==> src/verilog/lsu_pipe_pkg.sv <==
`default_nettype none

package lsu_pipe_pkg;

    typedef logic [31:0] data_t;
    typedef logic [4:0]  rd_t;
    typedef logic [2:0]  func3_t;
    typedef logic [3:0]  ctrl_t;

    // control field bit positions, EX to MEM
    localparam int CTRL_RD      = 3;
    localparam int CTRL_WR      = 2;
    localparam int CTRL_SEL_MEM = 1;
    localparam int CTRL_WE      = 0;

    // access size, RV32 load/store coding
    localparam func3_t F3_B  = 3'd0;
    localparam func3_t F3_H  = 3'd1;
    localparam func3_t F3_W  = 3'd2;
    localparam func3_t F3_BU = 3'd4;
    localparam func3_t F3_HU = 3'd5;

    typedef enum logic [1:0] {
        INST_ALU,
        INST_LOAD,
        INST_STORE
    } inst_kind_t;

    typedef enum logic [2:0] {
        ALU_ADD,
        ALU_SUB,
        ALU_AND,
        ALU_OR,
        ALU_XOR,
        ALU_SLL,
        ALU_SRL,
        ALU_SLT
    } alu_op_t;

endpackage

`default_nettype wire

==> src/verilog/mem_wb.sv <==
`timescale 1ns/1ps
`default_nettype none

module mem_wb #(
    parameter int ADDR_WIDTH = 12
) (
    input  wire                   clk,
    input  wire                   rst_n,
    input  wire                   valid_mem_i,
    input  wire                   ready_go_mem_i,
    input  wire [1:0]             control_flow_i,
    input  lsu_pipe_pkg::data_t   result_i,
    input  lsu_pipe_pkg::data_t   rdata_i,
    input  wire [1:0]             addr_low_i,
    input  lsu_pipe_pkg::func3_t  func3_i,
    input  lsu_pipe_pkg::rd_t     rd_i,
    input  wire                   wb_ready_i,
    output logic                  allow_in_wb_o,
    output logic                  wb_valid_o,
    output lsu_pipe_pkg::rd_t     wb_rd_o,
    output lsu_pipe_pkg::data_t   wb_data_o
);
    import lsu_pipe_pkg::*;

    logic                  valid_q;
    logic [1:0]            ctrl_q;
    data_t                 result_q;
    logic [1:0]            addr_low_q;
    func3_t                func3_q;
    rd_t                   rd_q;
    logic                  pipe_valid;
    data_t                 shifted;
    data_t                 load_data;

    assign pipe_valid    = valid_mem_i && ready_go_mem_i;
    assign allow_in_wb_o = !valid_q || wb_ready_i;

    always_ff @(posedge clk or negedge rst_n)
    begin
        if (!rst_n)
        begin
            valid_q <= 1'b0;
        end
        else if (allow_in_wb_o)
        begin
            valid_q <= pipe_valid;
        end
    end

    always_ff @(posedge clk)
    begin
        if (pipe_valid && allow_in_wb_o)
        begin
            ctrl_q      <= control_flow_i;
            result_q    <= result_i;
            addr_low_q  <= addr_low_i;
            func3_q     <= func3_i;
            rd_q        <= rd_i;
        end
    end

    // ram word arrives on the edge this stage is loaded and stays put
    // until the next load is accepted, which needs this stage to drain
    always_comb
    begin
        case (func3_q)
            F3_B, F3_BU: shifted = rdata_i >> {addr_low_q, 3'b000};
            F3_H, F3_HU: shifted = rdata_i >> {addr_low_q[1], 4'b0000};
            default:     shifted = rdata_i;
        endcase
    end

    always_comb
    begin
        case (func3_q)
            F3_B:    load_data = {{24{shifted[7]}}, shifted[7:0]};
            F3_BU:   load_data = {24'd0, shifted[7:0]};
            F3_H:    load_data = {{16{shifted[15]}}, shifted[15:0]};
            F3_HU:   load_data = {16'd0, shifted[15:0]};
            default: load_data = shifted;
        endcase
    end

    // stores have no register write and retire without a strobe
    assign wb_valid_o = valid_q && ctrl_q[CTRL_WE];
    assign wb_rd_o    = rd_q;
    assign wb_data_o  = ctrl_q[CTRL_SEL_MEM] ? load_data : result_q;

endmodule

`default_nettype wire

==> config.mk <==
export PLATFORM = sky130hd
export DESIGN_NAME = mem_wb
export DESIGN_NICKNAME = d
export VERILOG_FILES = /design/src/verilog/lsu_pipe_pkg.sv /design/src/verilog/mem_wb.sv
export SDC_FILE = /design/constraint.sdc
export NUM_CORES = 1
export LEC_CHECK = 0
export BUFFER_PORTS_ARGS = -buffer_cell sky130_fd_sc_hd__buf_2
export CELL_PAD_IN_SITES_DETAIL_PLACEMENT = 1
export CELL_PAD_IN_SITES_GLOBAL_PLACEMENT = 1
export CORE_MARGIN = 2
export CORE_UTILIZATION = 35
export CTS_CLUSTER_SIZE = 40
export DETAILED_ROUTE_END_ITERATION = 10
export PLACE_DENSITY = 0.85
export SETUP_SLACK_MARGIN = 0.2
export SLEW_MARGIN = 20
export SYNTH_ARGS = -nofsm -noshare
export SYNTH_HDL_FRONTEND = slang
export SYNTH_SLANG_ARGS = --single-unit
==> constraint.sdc <==
create_clock -name clk -period 8.2 [get_ports clk]
set_clock_uncertainty 0.05 [all_clocks]
set_input_delay 1.23 -clock clk [delete_from_list [all_inputs] [get_ports clk]]
set_output_delay 1.23 -clock clk [all_outputs]
set_load 0.02 [all_outputs]
-- Yosys cells after proc, flatten, opt, wreduce, memory -nomap -nowiden
Cells that the tools add are included.
- output and inout bits: 39
- register bits after elaboration: 45
- word-level logic and storage cells: 22
- bits of input ports: 81
- shift-type cells: 2
- equal/unequal tests: 3
- reduce and logical (&&, ||, !) cells: 8
- mux-type cells: 3
- operators by type and width (kind ; number):
    one-hot mux 32 bit (4 select lines) ; 1
    one-hot mux 32 bit (2 select lines) ; 1
    >> shifter 32 x 5 -> 32 bit ; 2
    2-to-1 mux 32 bit ; 1
    == test 3 bit (second input constant) ; 2
    OR reduction 2 bit ; 2
    == test 3 x 1 -> 1 bit (second input constant) ; 1
    logical AND 1 bit ; 3
    zero test 3 bit ; 1
    zero test 1 bit ; 1
    logical OR 1 bit ; 1

-- Logic depth before layout (Yosys ltp)
- depth in word-level cells: 5
- depth in mapped cells: 7
- mapped depth without buffers: 4

-- Worst setup path before layout
OpenSTA, ideal clock, no wires.
- path kind: input to register
- from: in wb_ready_i
- to: reg addr_low_q[0], enable pin
- data required time: 7700 ps
- setup time: 450 ps
- path slack: 4196 ps
- buffers on the path: 0
- stages: 2
- arrival time: 3504 ps
- cells stage by stage: nand2b_1 -> nor2b_1
- longest elaborated chain between the ends: 2
- RTL lines (what ; line ; RTL):
    start, declared ; mem_wb.sv:17 ; input wire wb_ready_i,
    logical OR 1 bit ; mem_wb.sv:36 ; assign allow_in_wb_o = !valid_q || wb_ready_i;
    logical AND 1 bit ; mem_wb.sv:52 ; if (pipe_valid && allow_in_wb_o)
    end signal, assigned ; mem_wb.sv:56 ; addr_low_q <= addr_low_i;
    end, declared ; mem_wb.sv:28 ; logic [1:0] addr_low_q;
No other way between the ends.
A chain may end at the register's enable or synchronous reset.

-- Final worst setup path
- from: in rdata_i[7]
- to: out wb_data_o[22]
- longest elaborated chain between the ends: 4
- elaborated cells between the ends (all ways): 5
- those cells by class: 2 x shift; 3 x mux
- RTL lines (what ; line ; RTL):
    start, declared ; mem_wb.sv:13 ; input lsu_pipe_pkg::data_t rdata_i,
    >> shifter 32 x 5 -> 32 bit, on equally long branches ; mem_wb.sv:67, mem_wb.sv:68 ;
    one-hot mux 32 bit (2 select lines) (*) ; mem_wb.sv:66 ; case (func3_q)
    one-hot mux 32 bit (4 select lines) (*) ; mem_wb.sv:75 ; case (func3_q)
    2-to-1 mux 32 bit (*) ; mem_wb.sv:87 ; assign wb_data_o = ctrl_q[CTRL_SEL_MEM] ? load_data : result_q;
    end, declared ; mem_wb.sv:21 ; output lsu_pipe_pkg::data_t wb_data_o
Every way passes the cells marked *; elsewhere a longest branch is shown, timed or not.

==> metrics <==
outcome finished, final reports clean; Die W 87.81 um; # clock sinks 45; I/O pin count 120; setup repair bufs after CTS 0; Seq cells post-synth 45; adder-cell share of the synthesized area 0%; Worst Path Max Fanout 16; Ant. Diodes 0; static leakage 0.001328 uW; Die Y 87.81 um; ys flop type edfxtp_1; Skew-Pair Late Insertion Delay 300 ps; Hold-fix buffers, CTS 0; Initial Util 36.19%; CTS tree done; Max IR drop VDD 0.08069 mV; root buf cell clkbuf_8; Final min period 4148 ps; clk buf depth 2; utilization after layout 48.10%; Slew HR 50.06%; worst min-delay path class reg2reg; share of cells above drive strength 1 39.59%; PostCTS Resize Cnt 0; Finished Layout Cells 437; Area contributors post-synth edfxtp_1 (54%), nor2_1 (6.3%), a41oi_1 (5.7%); CP Data Arrival Time 2870 ps; largest net degree at the start of global routing 61; reg2reg start valid_q; reg2reg path depth 3; Power Total 573.8 uW; Most Frequent Cell on Critical Path buf_2; Hold WS 518.8 ps; global-route wire length before repair 12.31 mm; YS warnings 0; DRC Markers 0; most frequent cell after synthesis edfxtp_1; htree depth 2; vias after detailed routing 2,354; Slew Viols, Final 0; GPL Wtd Cong 0.8240; synth cell count leaders edfxtp_1 (44), nor2_1 (41), nand2_1 (21), a41oi_1 (16), clkbuf_1 (11); main combinational cell family by area after synthesis compound AO/OA/AOI/OAI gates; row cnt 30; nets 421; Hold Path Stages 2; DRT iter0 DRCs 159; fraction of the yosys area taken by sequential cells 54.76%; CP Capture Type output pin; Min-Delay Endpoint valid_q; Worst Setup Start Kind input port; Post-DRT Antenna Nets 0; CTS clk-pin slew, worst paths 80 ps; worst slew pin tran 749.1 ps; Simple-Gate Fraction of Synth Area 17.56%; final wirelength 8.057 mm; R2R Setup Slk 6480 ps; Core Area 0.006794 mm2; PwrDens 175.6 mW/mm2; Routed WL per cell 18.44 um; hold path start valid_q; Placed Cells incl. Taps 429; Crit-path slowest cell a21oi_2; CP Cell Sequence buf_2 -> nor2b_1 -> a22o_1 -> a21oi_2 -> a41oi_1 -> buf_2; FMAX 241.1 MHz; Max Cap Viol 0; final setup fails 0; RSZ-0062 raised after global routing false; xor/xnor cell area share of the yosys netlist 0%; post-synth top area cell edfxtp_1; total global-route track usage 21.33%; count of cell types in the netlist 34; TritonCTS Buffers 5; Fin. Hold Viols 0; Syn Inst Count 230; compound-cell area share of the yosys netlist 23.00%; post-synth top area share 53.74%; RR Endpoint func3_q[1]; ys async rst share 2.222%; initial antenna violation count 0; area grow syn2layout 32.93%; Vias/cell 5.387; multiplexer share of the synthesized area 0.4071%; setup TNS 0 ps; Post-synth EDFFs 44; die area 0.007711 mm2; vias in the first global route 2,384; WS Path Type in2out; Critical Path RT 6920 ps; syn avg cell area 10.69 um2; IO buf count 119; crit-path max cell delay 630 ps; GRT overflow 0; post-synth net total 311; DP HPWL 6.072 mm; Tcrit/Tclk final 50.59%; TritonRoute pass-1 iters 5; mapped cell area 0.002459 mm2
## final cells by class
| cell class | instances | area, um2 |
|---|---|---|
| repair buffers | 122 | 638.1 |
| well taps | 96 | 120.1 |
| multi-input cells | 162 | 1015 |
| clock inverters | 3 | 65.06 |
| clock buffers | 5 | 68.82 |
| fillers | 790 | 3526 |
| flip-flops and latches | 45 | 1346 |
| inverters | 4 | 15.01 |
## cell usage in the layout (no fill, tap or decap)
| cell type | synthesis | final |
|---|---|---|
| o21ai_1 | 1 | 1 |
| buf_16 | 0 | 1 |
| o311a_4 | 1 | 1 |
| nor3_2 | 1 | 1 |
| clkinv_2 | 0 | 1 |
| nor3b_1 | 7 | 7 |
| a32o_1 | 7 | 7 |
| buf_4 | 1 | 2 |
| nand3_1 | 9 | 9 |
| nand2b_4 | 1 | 1 |
| dfrtp_1 | 1 | 1 |
| bufinv_16 | 0 | 2 |
| a22o_1 | 8 | 8 |
| inv_1 | 4 | 4 |
| buf_2 | 6 | 119 |
| a211oi_1 | 7 | 7 |
| nand2_1 | 21 | 21 |
| nand2b_1 | 3 | 3 |
| mux2i_1 | 1 | 1 |
| edfxtp_1 | 44 | 44 |
| and2_1 | 1 | 1 |
| o21ai_0 | 7 | 7 |
| a221oi_1 | 7 | 7 |
| a31oi_1 | 1 | 1 |
| clkbuf_8 | 0 | 5 |
| o21bai_1 | 7 | 7 |
| o31a_1 | 1 | 1 |
| a311o_1 | 1 | 1 |
| nor2b_1 | 6 | 5 |
| nor2b_4 | 0 | 1 |
| a41oi_1 | 16 | 16 |
| nor3_1 | 1 | 1 |
| o2bb2ai_1 | 1 | 1 |
| a21oi_2 | 1 | 1 |
| nor2_1 | 41 | 41 |
| and4b_1 | 1 | 1 |
| a21oi_1 | 3 | 3 |
## sequential cells by signal, indices dropped and copies added (netlist names)
register / cells
addr_low_q: 2
ctrl_q: 2
func3_q: 3
result_q: 32
valid_q: 1
wb_rd_o: 5
## worst max path at each step
stage                from       endpoint  slack [ps]  depth (start not counted)
6_report       rdata_i[7]  wb_data_o[22]        4050                          6
4_1_cts        rdata_i[7]  wb_data_o[22]        4030                          6
2_1_floorplan  wb_ready_i  addr_low_q[0]        4200                          2
3_5_place_dp   rdata_i[7]  wb_data_o[22]        4040                          6
5_1_grt        rdata_i[7]  wb_data_o[16]        3940                          6
3_3_place_gp   rdata_i[7]  wb_data_o[16]        4150                          6
## critical path: cells and delay by family
family,cells,cell delay [ps]
compound gates,3,1180
simple gates,1,120
buf+inv,2,340
## metrics by stage
step                      worst slack (ps)  area [um2]
after floorplan                       4196        2459
after global placement                4147        3107
after detailed placement              4037        3134
after CTS                             4030        3268
after global routing                  3938        3268
final                                 4052        3268
## routing by layer
layer | GRT usage [%] | up-vias | part of all wire, %
li1 | - | 1106 | -
met1 | 26.42 | 1120 | 40
met2 | 37.74 | 112 | 51
met3 | 4.241 | 16 | 7.2
met4 | 6.014 | 0 | 1.8
met5 | 0 | - | 0
## cell families (layout without fill, tap and decap cells)
kind of cell | after synthesis | count (layout)
AOI/OAI and AO/OA | 69 | 69
buffers and inverters | 23 | 134
DFF | 45 | 45
muxes | 1 | 1
and+or+nand+nor | 92 | 92
## power by group
group,switching [uW],total (uW),leakage [uW],internal (uW)
registers,5.41,270,0.000422,264
clock network,77.0,198,0.0000681,121
logic,63.7,106,0.000838,42.4
Note: power is estimated with default switching activity, not from simulation.
