[src/verilog/lsu_pipe_pkg.sv]
`default_nettype none

package lsu_pipe_pkg;

    typedef logic [31:0] data_t;
    typedef logic [4:0]  rd_t;
    typedef logic [2:0]  func3_t;
    typedef logic [3:0]  ctrl_t;

    // control field bit positions, EX to MEM
    localparam int CTRL_RD      = 3;
    localparam int CTRL_WR      = 2;
    localparam int CTRL_SEL_MEM = 1;
    localparam int CTRL_WE      = 0;

    // access size, RV32 load/store coding
    localparam func3_t F3_B  = 3'd0;
    localparam func3_t F3_H  = 3'd1;
    localparam func3_t F3_W  = 3'd2;
    localparam func3_t F3_BU = 3'd4;
    localparam func3_t F3_HU = 3'd5;

    typedef enum logic [1:0] {
        INST_ALU,
        INST_LOAD,
        INST_STORE
    } inst_kind_t;

    typedef enum logic [2:0] {
        ALU_ADD,
        ALU_SUB,
        ALU_AND,
        ALU_OR,
        ALU_XOR,
        ALU_SLL,
        ALU_SRL,
        ALU_SLT
    } alu_op_t;

endpackage

`default_nettype wire

[src/verilog/ex_mem.sv]
`timescale 1ns/1ps
`default_nettype none

module ex_mem #(
    parameter int ADDR_WIDTH = 12
) (
    input  wire                        clk,
    input  wire                        rst_n,
    input  wire                        flush_i,
    input  wire                        hold_i,
    input  wire                        mem_addr_ok_i,
    input  lsu_pipe_pkg::data_t        mem_address_i,
    input  lsu_pipe_pkg::data_t        mem_write_data_i,
    input  lsu_pipe_pkg::ctrl_t        control_flow_i,
    input  lsu_pipe_pkg::rd_t          rd_ex_i,
    input  lsu_pipe_pkg::func3_t       func3_i,
    input  wire                        allow_in_wb_i,
    input  wire                        valid_ex_i,
    output logic                       ram_req_o,
    output logic [ADDR_WIDTH-1:0]      mem_address_o,
    output lsu_pipe_pkg::data_t        mem_write_data_o,
    output logic [1:0]                 control_flow_o,
    output logic                       mem_write_o,
    output logic                       mem_read_o,
    output lsu_pipe_pkg::rd_t          rd_mem_o,
    output lsu_pipe_pkg::func3_t       func3_o,
    output lsu_pipe_pkg::data_t        result_o,
    output logic                       valid_mem_o,
    output logic                       ready_go_mem_o,
    output logic                       allow_in_mem_o
);
    import lsu_pipe_pkg::*;

    logic   valid_q;
    ctrl_t  ctrl_q;
    data_t  result_q;
    data_t  wdata_q;
    rd_t    rd_q;
    func3_t func3_q;
    logic   pipe_valid;
    logic   mem_type;

    // flush drops whatever execute hands over this cycle
    assign pipe_valid = valid_ex_i && !flush_i;

    assign mem_read_o  = ctrl_q[CTRL_RD] && valid_q;
    assign mem_write_o = ctrl_q[CTRL_WR] && valid_q;
    assign mem_type    = mem_read_o || mem_write_o;

    assign ram_req_o = valid_q && mem_type && !hold_i && allow_in_wb_i;

    // non-memory ops are done here unless the stage is held
    always_comb
    begin
        if (mem_type)
        begin
            ready_go_mem_o = ram_req_o && mem_addr_ok_i;
        end
        else
        begin
            ready_go_mem_o = !hold_i;
        end
    end

    assign allow_in_mem_o = !valid_q || (ready_go_mem_o && allow_in_wb_i);

    always_ff @(posedge clk or negedge rst_n)
    begin
        if (!rst_n)
        begin
            valid_q <= 1'b0;
        end
        else if (allow_in_mem_o)
        begin
            valid_q <= pipe_valid;
        end
    end

    always_ff @(posedge clk)
    begin
        if (pipe_valid && allow_in_mem_o)
        begin
            ctrl_q   <= control_flow_i;
            result_q <= mem_address_i;
            wdata_q  <= mem_write_data_i;
            rd_q     <= rd_ex_i;
            func3_q  <= func3_i;
        end
    end

    assign valid_mem_o      = valid_q;
    assign result_o         = result_q;
    assign mem_address_o    = result_q[ADDR_WIDTH-1:0];
    assign mem_write_data_o = wdata_q;
    assign control_flow_o   = ctrl_q[1:0] & {2{valid_q}};
    assign rd_mem_o         = rd_q;
    assign func3_o          = func3_q;

endmodule

`default_nettype wire

[config.mk]
export PLATFORM = sky130hd
export DESIGN_NAME = ex_mem
export DESIGN_NICKNAME = d
export VERILOG_FILES = /design/src/verilog/lsu_pipe_pkg.sv /design/src/verilog/ex_mem.sv
export SDC_FILE = /design/constraint.sdc
export NUM_CORES = 1
export LEC_CHECK = 0
export BUFFER_PORTS_ARGS = -buffer_cell sky130_fd_sc_hd__buf_2
export CAP_MARGIN = 30
export CELL_PAD_IN_SITES_DETAIL_PLACEMENT = 2
export CELL_PAD_IN_SITES_GLOBAL_PLACEMENT = 2
export CORE_MARGIN = 8
export CORE_UTILIZATION = 26
export CTS_CLUSTER_SIZE = 12
export DETAILED_ROUTE_END_ITERATION = 8
export HOLD_SLACK_MARGIN = 0.1
export PLACE_DENSITY_LB_ADDON = 0.1
export SLEW_MARGIN = 10
export SYNTH_ARGS = -nofsm -noshare
export SYNTH_HDL_FRONTEND = slang
export SYNTH_SLANG_ARGS = --single-unit
[constraint.sdc]
create_clock -name clk -period 8.99 [get_ports clk]
set_clock_uncertainty 0.2 [all_clocks]
set_input_delay 0.4495 -clock clk [delete_from_list [all_inputs] [get_ports clk]]
set_output_delay 0.4495 -clock clk [all_outputs]
set_load 0.05 [all_outputs]
Word level (Yosys, flattened, before mapping)
Cells that the tools add are included.
{"block": "totals", "output_inout_bits": 92, "elab_cells": 22, "in_bits": 83, "ff_bits": 77}
{"block": "op_classes", "n_mux": 1, "n_reduce_logical": 14, "n_bitwise": 1}
{"op": "$logic_and A1 B1 Y1", "count": 9}
{"op": "$logic_not A1 Y1", "count": 3}
{"op": "$and A2 B2 Y2", "count": 1}
{"op": "$logic_or A1 B1 Y1", "count": 2}
{"op": "$mux W1", "count": 1}

Depth between registers and ports, before layout
Gate-level depths: netlist (run 1).
{"block": "depth", "word_depth": 10, "ltp_mapped": 2, "depth_no_buf": 2}

Worst setup path after synthesis (run 1)
OpenSTA, ideal clock, no wires.
{"block": "synth_timing", "path_type": "register -> register", "from": "register valid_q, in the netlist valid_mem_o", "to": "register ctrl_q[0], enable pin", "path_stages_with_launch": 2, "arrival_ns": 6.501, "t_required_ns": 8.157, "n_path_buf": 0, "setup_time_ns": 0.633, "period_less_slack_ns": 7.333, "path_slack_ns": 1.657, "path_cell_list": "dfrtp_1 -> a221oi_1"}
{"block": "synth_via", "elab_chain_len": 10, "word_cells_on_any_way": 12, "cone_classes": "mux: 1; reduce/logical: 11"}
{"item": "start, declared", "line_no": "ex_mem.sv:34", "source": "logic valid_q;"}
{"item": "start signal, assigned", "line_no": "ex_mem.sv:75", "source": "valid_q <= pipe_valid;"}
{"item": "$logic_and A1 B1 Y1, on equally long branches", "line_no": "ex_mem.sv:46, ex_mem.sv:47"}
{"item": "$logic_or A1 B1 Y1", "line_no": "ex_mem.sv:48", "source": "assign mem_type = mem_read_o || mem_write_o;"}
{"item": "$logic_and A1 B1 Y1 (3 in a row)", "line_no": "ex_mem.sv:50", "source": "assign ram_req_o = valid_q && mem_type && !hold_i && allow_in_wb_i;"}
{"item": "$logic_and A1 B1 Y1", "line_no": "ex_mem.sv:57", "source": "ready_go_mem_o = ram_req_o && mem_addr_ok_i;"}
{"item": "$mux W1", "line_no": "ex_mem.sv:55", "source": "if (mem_type)"}
{"item": "$logic_and A1 B1 Y1", "line_no": "ex_mem.sv:65", "source": "assign allow_in_mem_o = !valid_q || (ready_go_mem_o && allow_in_wb_i);"}
{"item": "$logic_or A1 B1 Y1 (*)", "line_no": "ex_mem.sv:65"}
{"item": "$logic_and A1 B1 Y1 (*)", "line_no": "ex_mem.sv:81", "source": "if (pipe_valid && allow_in_mem_o)"}
{"item": "end signal, assigned", "line_no": "ex_mem.sv:83", "source": "ctrl_q <= control_flow_i;"}
{"item": "end, declared", "line_no": "ex_mem.sv:35", "source": "ctrl_t ctrl_q;"}
Mark *: on every way between the ends. The rest lies on a longest branch, timed or not.
A chain may end at the register's enable or synchronous reset.

Worst setup path after layout (run 1)
{"block": "layout_timing", "from": "register ctrl_q[3]", "to": "output port allow_in_mem_o"}
{"block": "layout_via", "elab_chain_len": 9}
{"item": "$logic_and A1 B1 Y1 (*)", "line_no": "ex_mem.sv:46", "source": "assign mem_read_o = ctrl_q[CTRL_RD] && valid_q;"}
{"item": "$logic_or A1 B1 Y1 (*)", "line_no": "ex_mem.sv:48"}
{"item": "$logic_and A1 B1 Y1 (3 in a row)", "line_no": "ex_mem.sv:50"}
{"item": "$logic_and A1 B1 Y1", "line_no": "ex_mem.sv:57"}
{"item": "$mux W1 (*)", "line_no": "ex_mem.sv:55"}
{"item": "$logic_and A1 B1 Y1 (*)", "line_no": "ex_mem.sv:65"}
{"item": "$logic_or A1 B1 Y1 (*)", "line_no": "ex_mem.sv:65"}
{"item": "end, declared", "line_no": "ex_mem.sv:30", "source": "output logic allow_in_mem_o"}
Marked as above.

==> impl_metrics.yaml, run 1 <==
route:
  first_pass_iters: 4
  drtIter0Drc: 37
  num_vias: 1921
  drc_errors: 0
  wl_per_cell_um: 17.3
  routed_via_density: 3.89
  postRouteAntennaNets: 0
  route.final.wire_length_mm: 8.54
worst_setup_path:
  crit_family: "flip-flops"
  start_kind: "register"
  endpoint_kind: "output port"
  critical-path-max-stage-delay_ns: 0.41
  cp_max_fo: 3
  worstPathArrival_ns: 1.51
  crit_cells: 3
  crit_chain: "or2_1, a22oi_1, buf_2"
  crit_required_ns: 8.34
  path_class: "register to output port"
  reg2regPathDepth: 4
  crit_buf_inv: 1
  crit_slowest_cell: "edfxtp_1"
synthesis:
  synth-seq-cells: 77
  synthTopCellsByArea: "edfxtp_1 91%, buf_4 3.6%, dfrtp_1 1.0%, and2_1 0.75%, nor2b_4 0.55%"
  synth_cell_types: 15
  synth_area_um2: 2510
  synthCells: 105
  synth_top_cell_area_share: 0.909
  yosys_warnings: 0
  synth-xor-area-share: 0
  synthAdderAreaFrac: 0
  synth_top_cell_by_area: "edfxtp_1"
  synth_compound_area_frac: 0.0154
  synth_top_family_by_area: "buffers and inverters"
  avgSynthCellArea_um2: 23.9
  synthesis.nets: 188
  synth_mux_area_frac: 0
  synth-simple-area-share: 0.0299
  synth_seq_area_share: 0.919
floorplan:
  ios: 175
  rows: 36
  design.die.area_um2: 13100
  core_area_um2: 9590
  fp.dieH_um: 114
  die_w_um: 114
  start_util: 0.262
cts:
  clock-sinks: 77
  clk_latency_ns: 0.33
  clockRootBuffer: "clkbuf_8"
  htreeDepth: 3
  cts_tree: "yes"
  clkTransAtPathRegs_ns: 0.07
  cts_buffers: 9
  max-clock-path-buffers: 2
  post_cts_resized: 0
layout:
  layout_common_cells: "174 x buf_2, 77 x dlygate4sd3_1, 76 x edfxtp_1, 9 x clkbuf_8, 3 x and2_1"
  syn_to_final_growth_pct: 79.0
  final_common_cell: "buf_2"
  nets: 440
  drive_above_1_share: 0.537
  antenna_cells: 0
sta:
  setup_viol: 0
  period_needed_ns: 2.16
  slew_headroom: 0.778
  worst_slew_pin_slew_ns: 0.333
  clock.fmax_ghz: 0.462
  finalCritPeriodShare: 0.241
  fin_tns_setup_ns: 0
  report.final.slew_viol_count: 0
  hold_violations: 0
  rsz0062_at_grt: "no"
global_routing:
  grt_pass1_wl_mm: 12.9
  grt_pass1_vias: 2312
  antenna_found_initial: 0
  globalRouteTotalUtil: 0.131
  overflow: 0
  grt_max_degree: 77
placement:
  gp_congestion: 0.640
  portBuffers: 174
  dp_hpwl_mm: 5.56
pwr:
  power_leakage_nw: 1.88
  vdd_drop_max_mv: 0.112
  powerDensity_nw_per_um2: 181
  power_mw: 0.812
outcome:
  status: "completed"
flow_run:
  drv_cap: 0
hold_path:
  hold_path.class: "input port to async pin"
through the flow:
stage	util	std cells	setup WS [ns]	hold WS (ns)	area, µm²
2_1_floorplan	-	105	1.66	-0.0461	2510
6_report	0.468	494	6.83	0.221	4490
3_3_place_gp	0.363	401	6.50	0.0240	3480
3_5_place_dp	0.363	401	6.47	0.0252	3480
4_1_cts	0.466	493	6.63	0.196	4470
5_1_grt	0.468	494	6.71	0.200	4490
cells by family after synthesis:
logic type / count (synthesis)
AO/OA/AOI/OAI: 5
buffers and inverters: 12
flip-flops: 77
AND/OR/NAND/NOR: 11
power by group:
group | total (mW) | leakage (nW) | internal (mW) | switching, mW
sequential | 0.411 | 0.702 | 0.407 | 0.00390
clock | 0.281 | 0.101 | 0.155 | 0.127
combinational | 0.120 | 1.08 | 0.0474 | 0.0722
cell usage after synthesis:
cell / n
and2_1: 3
and2_2: 1
o21a_1: 1
or2_1: 1
a221oi_1: 1
nand2_1: 1
nor2b_4: 1
nor2b_1: 2
edfxtp_1: 76
a221o_1: 1
nand2b_1: 2
a21oi_1: 1
buf_4: 12
a22oi_1: 1
dfrtp_1: 1
cell type report:
| type | count | area [µm²] |
|---|---|---|
| timing repair buffer | 253 | 1680 |
| clock buffer | 9 | 124 |
| fill | 936 | 5100 |
| clock inverter | 6 | 88.8 |
| multi-input combinational | 16 | 131 |
| sequential | 77 | 2310 |
| tap | 133 | 166 |
per-layer routing:
metal	wire, µm	track usage	share of wire
met1	2890	0.123	0.34
met2	4430	0.233	0.52
met3	1150	0.0759	0.13
met4	72	0.0453	0.0084
met5	0	0	0
worst paths after layout:
path | startpoint | endpoint | slack, ns
setup reg to reg | ctrl_q[3] | mem_write_data_o[24] | 6.87
hold reg to reg | ctrl_q[2] | valid_mem_o | 0.55
max in group asynchronous | rst_n | valid_mem_o | 8.29
min in group clk | flush_i | valid_mem_o | 0.27
hold / removal | rst_n | valid_mem_o | 0.22
setup / recovery | ctrl_q[3] | allow_in_mem_o | 6.83
registers in the layout, summed over array words and instances (netlist names):
| register | flops |
|---|---|
| valid_mem_o | 1 |
| result_o | 32 |
| ctrl_q | 4 |
| rd_mem_o | 5 |
| mem_write_data_o | 32 |
| func3_o | 3 |
repair_timing:
action / 4_1_cts / 5_1_grt
hold buffers: 77 / 0
hold endpoints to repair: 77 / 0
buffers inserted: 0 / 0
worst register-to-register path, stage by stage, from the launching register on:
cell and delay (ns):
edfxtp_1 0.41, or2_1 0.31, a221oi_4 0.22, buf_4 0.28, buf_16 0.30
No activity file was read; power rests on OpenSTA's default activity.
==> run 2, diff against run 1 <==
==> constraint.sdc (replaced) <==
create_clock -name clk -period 2.1 [get_ports clk]
set_clock_uncertainty 0.2 [all_clocks]
set_input_delay 0.105 -clock clk [delete_from_list [all_inputs] [get_ports clk]]
set_output_delay 0.105 -clock clk [all_outputs]
set_load 0.05 [all_outputs]
==> impl_metrics.yaml, run 2 (synthesized netlist as in run 1, its figures left out) <==
route:
  postRouteAntennaNets: 0
  route.final.wire_length_mm: 8.34
  drc_errors: 0
  first_pass_iters: 4
  drtIter0Drc: 53
  num_vias: 1920
  routed_via_density: 3.86
  wl_per_cell_um: 16.7
cts:
  post_cts_buffers: 0
  clockRootBuffer: "clkbuf_8"
  post_cts_resized: 0
  clkTransAtPathRegs_ns: 0.08
  cts_buffers: 9
  max-clock-path-buffers: 2
  clock-sinks: 77
  clk_latency_ns: 0.33
  cts_tree: "yes"
  htreeDepth: 3
placement:
  preCtsSetupSlack_ns: 0.194
  dp_hpwl_mm: 5.84
  gp_congestion: 0.663
  portBuffers: 174
floorplan:
  fp.dieH_um: 114
  die_w_um: 114
  design.die.area_um2: 13100
  start_util: 0.262
  ios: 175
  rows: 36
  core_area_um2: 9590
flow_run:
  drv_cap: 0
hold_path:
  hold_path.class: "input port to register"
sta:
  layout_setup_ws_ns: 0.200
  rsz0062_at_grt: "no"
  hold_violations: 0
  worst_slew_pin_slew_ns: 0.286
  period_needed_ns: 1.90
  setup_viol: 0
  slew_headroom: 0.811
  report.final.slew_viol_count: 0
  clock.fmax_ghz: 0.526
  finalCritPeriodShare: 0.905
global_routing:
  overflow: 0
  grt_max_degree: 49
  antenna_found_initial: 0
  globalRouteTotalUtil: 0.128
  grt_pass1_vias: 2263
  grt_pass1_wl_mm: 12.6
layout:
  final_common_cell: "buf_2"
  antenna_cells: 0
  drive_above_1_share: 0.537
  nets: 443
  layout_common_cells: "174 x buf_2, 80 x dlygate4sd3_1, 76 x edfxtp_1, 9 x clkbuf_8, 3 x and2_1"
  syn_to_final_growth_pct: 80.6
pwr:
  powerDensity_nw_per_um2: 769
  power_leakage_nw: 1.90
  vdd_drop_max_mv: 0.356
  power_mw: 3.49
outcome:
  status: "completed"
worst_setup_path:
  endpoint_kind: "register"
  path_class: "register to register"
  worstPathArrival_ns: 1.72
  crit_required_ns: 1.92
  cp_max_fo: 48
  start_kind: "register"
run 2: changes by cell type in the layout (fill, tap and decap cells not counted), sizes merged:
cell         previous run  this run
clkinvlp                2         1
clkinv                  2         4
dlygate4sd3            77        80
run 2: layout make-up:
class                      instances  area (µm²)
sequential                        77        2310
clock inverter                     7        90.1
fill                             928        5060
clock buffer                       9         124
timing repair buffer             256        1710
multi-input combinational         16         134
tap                              133         166
run 2: report_power, final:
| part | internal, mW | total (mW) | switching (mW) |
|---|---|---|---|
| combinational | 0.209 | 0.516 | 0.308 |
| clock | 0.663 | 1.21 | 0.546 |
| sequential | 1.74 | 1.76 | 0.0165 |
| total | 2.62 | 3.49 | 0.870 |
run 2: per-stage QoR:
step           hold WS (ns)   util  TNS [ns]  cell area (µm²)  cells
3_5_place_dp         -0.315  0.367         0             3520    402
2_1_floorplan        -0.391      -    -92.52             2530    105
3_3_place_gp         -0.317  0.367         0             3520    402
5_1_grt               0.224  0.473         0             4530    498
4_1_cts               0.187  0.474         0             4540    499
6_report              0.194  0.473         0             4530    498
run 2: path summary, 6_finish.rpt:
check	from	slack [ns]	depth (start not counted)	endpoint
max	ctrl_q[3]	0.20	3	mem_write_data_o[6]
min	valid_ex_i	0.19	4	ctrl_q[3]
max reg2reg	ctrl_q[3]	0.20	3	mem_write_data_o[6]
min reg2reg	valid_mem_o	0.74	2	ctrl_q[3]
max in group asynchronous	rst_n	1.21	3	valid_mem_o
min in group asynchronous	rst_n	0.38	3	valid_mem_o
run 2: metal layers:
metal,global-route usage,up-vias,wire (µm)
li1,-,903,-
met1,0.111,916,2630
met2,0.244,92,4640
met3,0.0701,9,981
met4,0.0399,0,85
met5,0,-,0
run 2: timing repair:
action                                 4_1_cts  5_1_grt
endpoints found under the hold margin       78        0
setup endpoints to repair                    0        1
hold buffers                                81        0
run 2: critical path, cell delays in order, from the launching register on:
cell and delay (ns):
edfxtp_1 0.41, or2_4 0.29, a221oi_4 0.36, buf_12 0.30
